File: src/common/cache_geom_pkg.sv
// Data cache geometry
package cache_geom_pkg;

  // fixed cache shape
  localparam int num_ways       = 2;
  localparam int num_sets       = 8;
  localparam int words_per_line = 4;
  localparam int tag_bits       = 8;

  // derived index widths
  localparam int set_bits    = $clog2(num_sets);
  localparam int offset_bits = $clog2(words_per_line);

  // address tag held per line
  typedef logic [tag_bits-1:0] tag_t;

  // set number within a way
  typedef logic [set_bits-1:0] set_index_t;

  // word within a line
  typedef logic [offset_bits-1:0] block_offset_t;

  // full word address as seen by the read and store ports
  // tag on top, offset at the bottom
  typedef struct packed {
    tag_t          tag;
    set_index_t    set_index;
    block_offset_t block_offset;
  } cache_addr_t;

  // line address for fills, no word offset
  typedef struct packed {
    tag_t       tag;
    set_index_t set_index;
  } line_addr_t;

endpackage

File: src/common/cache_line_pkg.sv
// Data cache line and victim types
package cache_line_pkg;

  import cache_geom_pkg::*;

  // data word width
  localparam int word_bits = 64;

  typedef logic [word_bits-1:0] word_t;

  // whole line, word 0 in the low bits
  typedef word_t [words_per_line-1:0] line_data_t;

  // way number
  typedef logic [$clog2(num_ways)-1:0] way_t;

  // line being replaced by a fill
  // handed to the memory side for write back
  typedef struct packed {
    logic       valid;
    logic       dirty;
    tag_t       tag;
    line_data_t data;
  } victim_t;

endpackage

File: src/dcache/dcache_lru.sv
// Data cache LRU state

`timescale 1ns/100ps

module dcache_lru
  import cache_geom_pkg::*;
  import cache_line_pkg::*;
(
  input  logic       clock,
  input  logic       reset,
  // touch strobes, one per event source
  input  logic       rd1_touch,
  input  logic       rd2_touch,
  input  logic       store_touch,
  input  logic       fill_touch,
  input  set_index_t rd1_set,
  input  set_index_t rd2_set,
  input  set_index_t store_set,
  input  way_t       rd1_way,
  input  way_t       rd2_way,
  input  way_t       store_way,
  input  set_index_t fill_set,
  output way_t       victim_way
);

  // one bit per set, names the next way to replace
  way_t [num_sets-1:0] lru_q;
  way_t [num_sets-1:0] lru_d;

  // a touched way makes the other one the victim
  // later events overwrite earlier ones on the same set
  always_comb begin
    lru_d = lru_q;
    // fill lands in the current victim way
    if (fill_touch) begin
      lru_d[fill_set] = ~lru_q[fill_set];
    end
    if (store_touch) begin
      lru_d[store_set] = ~store_way;
    end
    if (rd2_touch) begin
      lru_d[rd2_set] = ~rd2_way;
    end
    // rd1 has the last word
    if (rd1_touch) begin
      lru_d[rd1_set] = ~rd1_way;
    end
  end

  // state before the edge
  assign victim_way = lru_q[fill_set];

  always_ff @(posedge clock) begin
    if (reset) begin
      // way 0 goes first everywhere
      lru_q <= '0;
    end else begin
      lru_q <= lru_d;
    end
  end

endmodule

File: config.mk
export PLATFORM = sky130hd
export DESIGN_NAME = dcache_lru
export DESIGN_NICKNAME = d
export VERILOG_FILES = /design/src/common/cache_geom_pkg.sv /design/src/common/cache_line_pkg.sv /design/src/dcache/dcache_lru.sv
export SDC_FILE = /design/constraint.sdc
export NUM_CORES = 1
export LEC_CHECK = 0
export ABC_AREA = 0
export BUFFER_PORTS_ARGS = -buffer_cell sky130_fd_sc_hd__buf_2
export CAP_MARGIN = 20
export CORE_MARGIN = 1
export CORE_UTILIZATION = 34
export CTS_BUF_LIST = sky130_fd_sc_hd__clkbuf_16
export DETAILED_ROUTE_END_ITERATION = 7
export SLEW_MARGIN = 15
export SYNTH_ARGS = -nofsm -noshare
export SYNTH_HDL_FRONTEND = slang
export SYNTH_SLANG_ARGS = --single-unit
File: constraint.sdc
create_clock -name clock -period 1.8 [get_ports clock]
set_input_delay 0.27 -clock clock [delete_from_list [all_inputs] [get_ports clock]]
set_output_delay 0.27 -clock clock [all_outputs]
set_load 0.02 [all_outputs]
==> flow_metrics.py, run 1 <==
metrics = {
    "global_route": {
        "gr-total-overflow": 0,
        "grt_pass1_vias": 1094,
        "grt_pass1_wl_um": 5330,
        "grt_max_degree": 16,
        "track_usage_pct": 20.6,
        "antenna_found_initial": 0,
    },
    "yosys": {
        "syn_nets": 165,
        "yosys_register_bits": 8,
        "yosys_warnings": 0,
        "netlist.area_leader.share_pct": 14.8,
        "synth_area_leaders": "dfxtp_1 (15%), nand2_1 (5.2%), a221oi_1 (4.9%), mux2_4 (4.2%), nor2_1 (4.2%)",
        "synth_top_area_cell": "dfxtp_1",
        "synth.avg_cell_area_um2": 7.50,
        "synth.distinct_cells": 49,
        "synthCells": 144,
        "synth_edf_count": 0,
        "syn-cell-area_mm2": 0.00108,
        "synth_ff_type": "dfxtp_1",
        "yosysSeqAreaShare_pct": 14.8,
        "ys_top_cells_by_count": "nand2_1 (15), nor2_1 (12), dfxtp_1 (8)",
        "async_flop_share_pct": 0,
        "yosysMostFrequentCell": "nand2_1",
    },
    "die": {
        "row_count": 20,
        "fp.dieW_um": 58.4,
        "die_y_um": 58.4,
        "start_util_pct": 35.7,
        "die-area_mm2": 0.00341,
        "num_io_pins": 22,
        "core_mm2": 0.00303,
    },
    "sta": {
        "fin_worst_skew_ns": 0.00173,
        "setup-violations-final": 0,
        "fmax_mhz": 612,
        "slew_viol_final": 0,
        "min_period_ns": 1.63,
        "worst_pin_slew_ns": 0.388,
        "hold_viol_final": 0,
        "slew_headroom_pct": 74.0,
        "hold_ws_ns": 0.334,
        "tns_ns": 0,
        "period_share_pct": 90.8,
        "rsz0062_at_grt": "false",
    },
    "setup_path": {
        "critPathMaxFanout": 9,
        "critPathCaptureType": "output pin",
        "arrival_ns": 1.36,
        "critical_path_class": "flop to output pin",
        "startpoint_type": "flop",
        "required_ns": 1.53,
    },
    "route": {
        "wire_per_inst_um": 16.5,
        "routed-via-count": 1287,
        "drtPass1Iterations": 4,
        "drt_iter0_markers": 70,
        "vias_per_cell": 6.34,
        "wl_um": 3350,
        "drc": 0,
        "ant_nets": 0,
    },
    "clocking": {
        "clockBufferDepth": 2,
        "cts_root_buffer": "clkbuf_16",
        "cts_sinks": 8,
        "clk_pin_slew_ns": 0.03,
        "cts_setup_buffers": 0,
        "worstSkewPairLatency_ns": 0.23,
        "cts_resized": 0,
        "htree_num_levels": 1,
        "hold_buffers": 0,
        "cts_inserted_buffers": 3,
        "cts_tree": "yes",
    },
    "hold_path": {
        "hp-class": "input port to flop",
    },
    "power_and_ir_drop": {
        "power_mw": 0.802,
        "ir_worst_vdd_mv": 0.390,
        "p_per_area_mw_per_mm2": 636,
        "power.leakage_nw": 0.437,
    },
    "final_layout": {
        "drive_gt1_share_pct": 23.3,
        "areaGrowthSynthToFinish_pct": 16.7,
        "top_regs": "lru_q x8",
        "num_antenna_cells": 0,
        "nFillCells": 306,
        "largest_register": "lru_q",
        "stdcell_area_mm2": 0.00126,
        "largest_reg_flops": 8,
        "final_nets": 182,
    },
    "job": {
        "cap_viol_max_count": 0,
    },
    "outcome": {
        "outcome": "finished, final reports clean",
    },
    "placed_design": {
        "hpwl_um": 2690,
        "routabilityCongestion": 0.914,
        "numPortBuffers": 21,
        "post_dp_cell_area_mm2": 0.00118,
    },
}
## report_power, final
group	internal, mW	switching [mW]	total (mW)
Combinational	0.0967	0.142	0.239
Clock	0.285	0.0763	0.362
Sequential	0.192	0.00933	0.201
## cell usage in the layout, fill, tap and decap left out, drive strengths merged, types with 2 or more instances in the layout
master  Yosys  layout
nor3b       2       2
a311oi      2       2
nand4       5       5
o31ai       3       3
and2        3       3
mux2i       2       2
mux2        3       3
o221ai      3       3
nor4        2       2
nand2      17      17
clkbuf      3       3
o21ai       6       6
dfxtp       8       8
a21oi       7       7
a211oi      2       2
a221oi      6       6
or3         2       2
a32oi       2       2
nor2       12      12
o32ai       3       3
o211ai      3       3
a31oi       2       2
nand3       6       6
buf         9      24
nand2b      7       7
nor2b       5       5
nand4b      4       4
o22ai       2       2
## stage by stage
stage	instances	util, %	setup WS [ns]
3_3_place_gp	200	39.1	0.102
3_5_place_dp	200	39.1	0.135
5_1_grt	203	41.6	0.123
4_1_cts	203	41.6	0.160
2_1_floorplan	144	-	0.387
6_report	203	41.6	0.166
## layer usage
layer  GRT usage, %  wire [um]  up-vias
met2           33.0       1570       70
met1           29.1       1420      613
met3           4.18        319        5
met5              0          0        -
met4           3.06         42        0
li1               -          -      599
## cell type report
cell class	instances	area [um2]	area share (%)
inverter	1	3.75	0.298
clock buffer	3	75.1	5.96
timing repair buffer	24	128	10.1
tap	44	55.1	4.37
multi-input combinational	123	838	66.5
sequential	8	160	12.7
## worst max-delay path, cell delays in order (launching register included)
cell,delay (ns)
dfxtp_1,0.31
mux2_4,0.28
o221ai_4,0.32
inv_1,0.07
buf_2,0.16
## cell families (layout without fill, tap and decap cells)
logic type | Yosys count | count (layout) | share of synthesized area, %
buffers and inverters | 13 | 28 | 7.53
AO/OA/AOI/OAI | 46 | 46 | 33.3
multiplexers | 5 | 5 | 6.03
flip-flops | 8 | 8 | 14.8
AND/OR/NAND/NOR | 72 | 72 | 38.4
## final timing paths
path | start | to | slack (ns) | cells after the start
min | reset | lru_q[7] | 0.33 | 2
max | lru_q[2] | victim_way | 0.17 | 4
max reg2reg | lru_q[2] | lru_q[5] | 0.34 | 4
min reg2reg | lru_q[4] | lru_q[4] | 0.74 | 4
Note: power is estimated with default switching activity, not from simulation.
==> run 2: changes to the inputs <==
Settings changed: SETUP_SLACK_MARGIN from default to 0.3.
==> flow_metrics.py, run 2 (same netlist as run 1, synthesis figures left out) <==
metrics = {
    "setup_path": {
        "required_ns": 1.53,
        "reg2reg_depth": 5,
        "r2r-end": "lru_q[2]",
        "slowest_delay_ns": 0.31,
        "critPathMaxFanout": 3,
        "r2r_slack_ns": 0.33,
        "arrival_ns": 1.24,
        "critical_path_class": "flop to output pin",
        "startpoint_type": "flop",
        "timing.critical_path.from": "lru_q[2]",
        "critPathCaptureType": "output pin",
        "crit_path_end": "victim_way",
        "path_cells": "mux2_4, o221ai_4, inv_1, buf_6",
        "rr_startpoint": "lru_q[2]",
        "crit_path_top_delay_cell": "dfxtp_2",
    },
    "sta": {
        "slew_headroom_pct": 74.4,
        "slew_viol_final": 0,
        "setup-violations-final": 0,
        "tns_ns": 0,
        "fmax_mhz": 662,
        "min_period_ns": 1.51,
        "rsz0062_at_grt": "true",
        "period_share_pct": 83.9,
        "fin_worst_skew_ns": 0.00153,
        "hold_viol_final": 0,
        "worst_pin_slew_ns": 0.382,
        "hold_ws_ns": 0.309,
    },
    "final_layout": {
        "final_util_pct": 43.6,
        "final_nets": 187,
        "num_antenna_cells": 0,
        "areaGrowthSynthToFinish_pct": 22.2,
        "mostFrequentLayoutCell": "buf_2",
        "drive_gt1_share_pct": 29.3,
        "top_regs": "lru_q x8",
        "largest_register": "lru_q",
        "final_cell_mix": "buf_2 (20), nand2_1 (15), nor2_1 (12)",
        "largest_reg_flops": 8,
    },
    "power_and_ir_drop": {
        "power.leakage_nw": 0.468,
        "p_per_area_mw_per_mm2": 626,
        "ir_worst_vdd_mv": 0.393,
    },
    "placed_design": {
        "hpwl_um": 2690,
        "numPortBuffers": 21,
        "routabilityCongestion": 0.914,
    },
    "clocking": {
        "clockBufferDepth": 2,
        "cts_root_buffer": "clkbuf_16",
        "hold_buffers": 0,
        "htree_num_levels": 1,
        "cts_inserted_buffers": 3,
        "worstSkewPairLatency_ns": 0.23,
        "cts_sinks": 8,
        "cts_tree": "yes",
        "clk_pin_slew_ns": 0.04,
    },
    "global_route": {
        "gr-total-overflow": 0,
        "grt_pass1_wl_um": 5420,
        "grt_pass1_vias": 1110,
        "antenna_found_initial": 0,
        "track_usage_pct": 20.9,
        "grt_max_degree": 16,
    },
    "die": {
        "fp.dieW_um": 58.4,
        "start_util_pct": 35.7,
        "row_count": 20,
        "die-area_mm2": 0.00341,
        "die_y_um": 58.4,
        "core_mm2": 0.00303,
        "num_io_pins": 22,
    },
    "job": {
        "cap_viol_max_count": 0,
    },
    "outcome": {
        "outcome": "finished, final reports clean",
    },
    "hold_path": {
        "worstHoldStart": "reset",
        "hp-class": "input port to flop",
    },
    "route": {
        "vias_per_cell": 6.06,
        "drtPass1Iterations": 4,
        "wire_per_inst_um": 16.3,
        "ant_nets": 0,
        "drt_iter0_markers": 65,
        "drc": 0,
        "wl_um": 3380,
        "routed-via-count": 1261,
    },
}
[run 2: worst max-delay path, delay by kind of cell (launching register included)]
kind | cells | cell delay [ns]
mux | 1 | 0.28
buf+inv | 2 | 0.21
compound gates | 1 | 0.22
flops | 1 | 0.31
[run 2: area by class of cell]
type	count	area (um2)
fill	302	1710
inverter	1	3.75
tap	44	55.1
sequential	8	165
clock buffer	3	75.1
multi-input combinational	123	850
timing repair buffer	29	171
[run 2: how the worst min path moves through the flow]
stage	slack, ns	endpoint	cells after the start
floorplan	0.46	lru_q[1]	2
global placement	0.55	lru_q[5]	2
detailed placement	0.55	lru_q[1]	2
CTS	0.31	lru_q[5]	2
global route	0.32	lru_q[3]	2
finish	0.31	lru_q[3]	2
[run 2: timing repair]
action,4_1_cts,5_1_grt
resized for setup,5,3
setup buffers,5,0
setup endpoints to repair,1,6
pin swaps,1,1
hold endpoints to repair,0,0
[run 2: per-stage QoR]
| step | worst slack (ns) | std cells | instance area [um2] | power [mW] |
|---|---|---|---|---|
| finish | 0.290 | 208 | 1320 | 0.827 |
| global route | 0.237 | 208 | 1320 | 0.871 |
| CTS | 0.283 | 208 | 1310 | 0.827 |
| detailed placement | 0.135 | 200 | 1180 | 0.437 |
| global placement | 0.102 | 200 | 1180 | 0.436 |
| floorplan | 0.387 | 144 | 1080 | 0.367 |
[run 2: metal layers]
layer / wire (um) / vias to the layer above / GRT usage, % / part of all wire, %
met4: 31 / 0 / 3.40 / 0.92
met3: 201 / 2 / 4.18 / 5.9
met5: 0 / - / 0 / 0
li1: - / 613 / - / -
met1: 1550 / 590 / 29.8 / 46
met2: 1600 / 56 / 33.3 / 47
[run 2: power by group]
group	internal [mW]	switching, mW	total, mW
combinational	0.113	0.148	0.261
sequential	0.193	0.00890	0.202
clock	0.285	0.0775	0.363
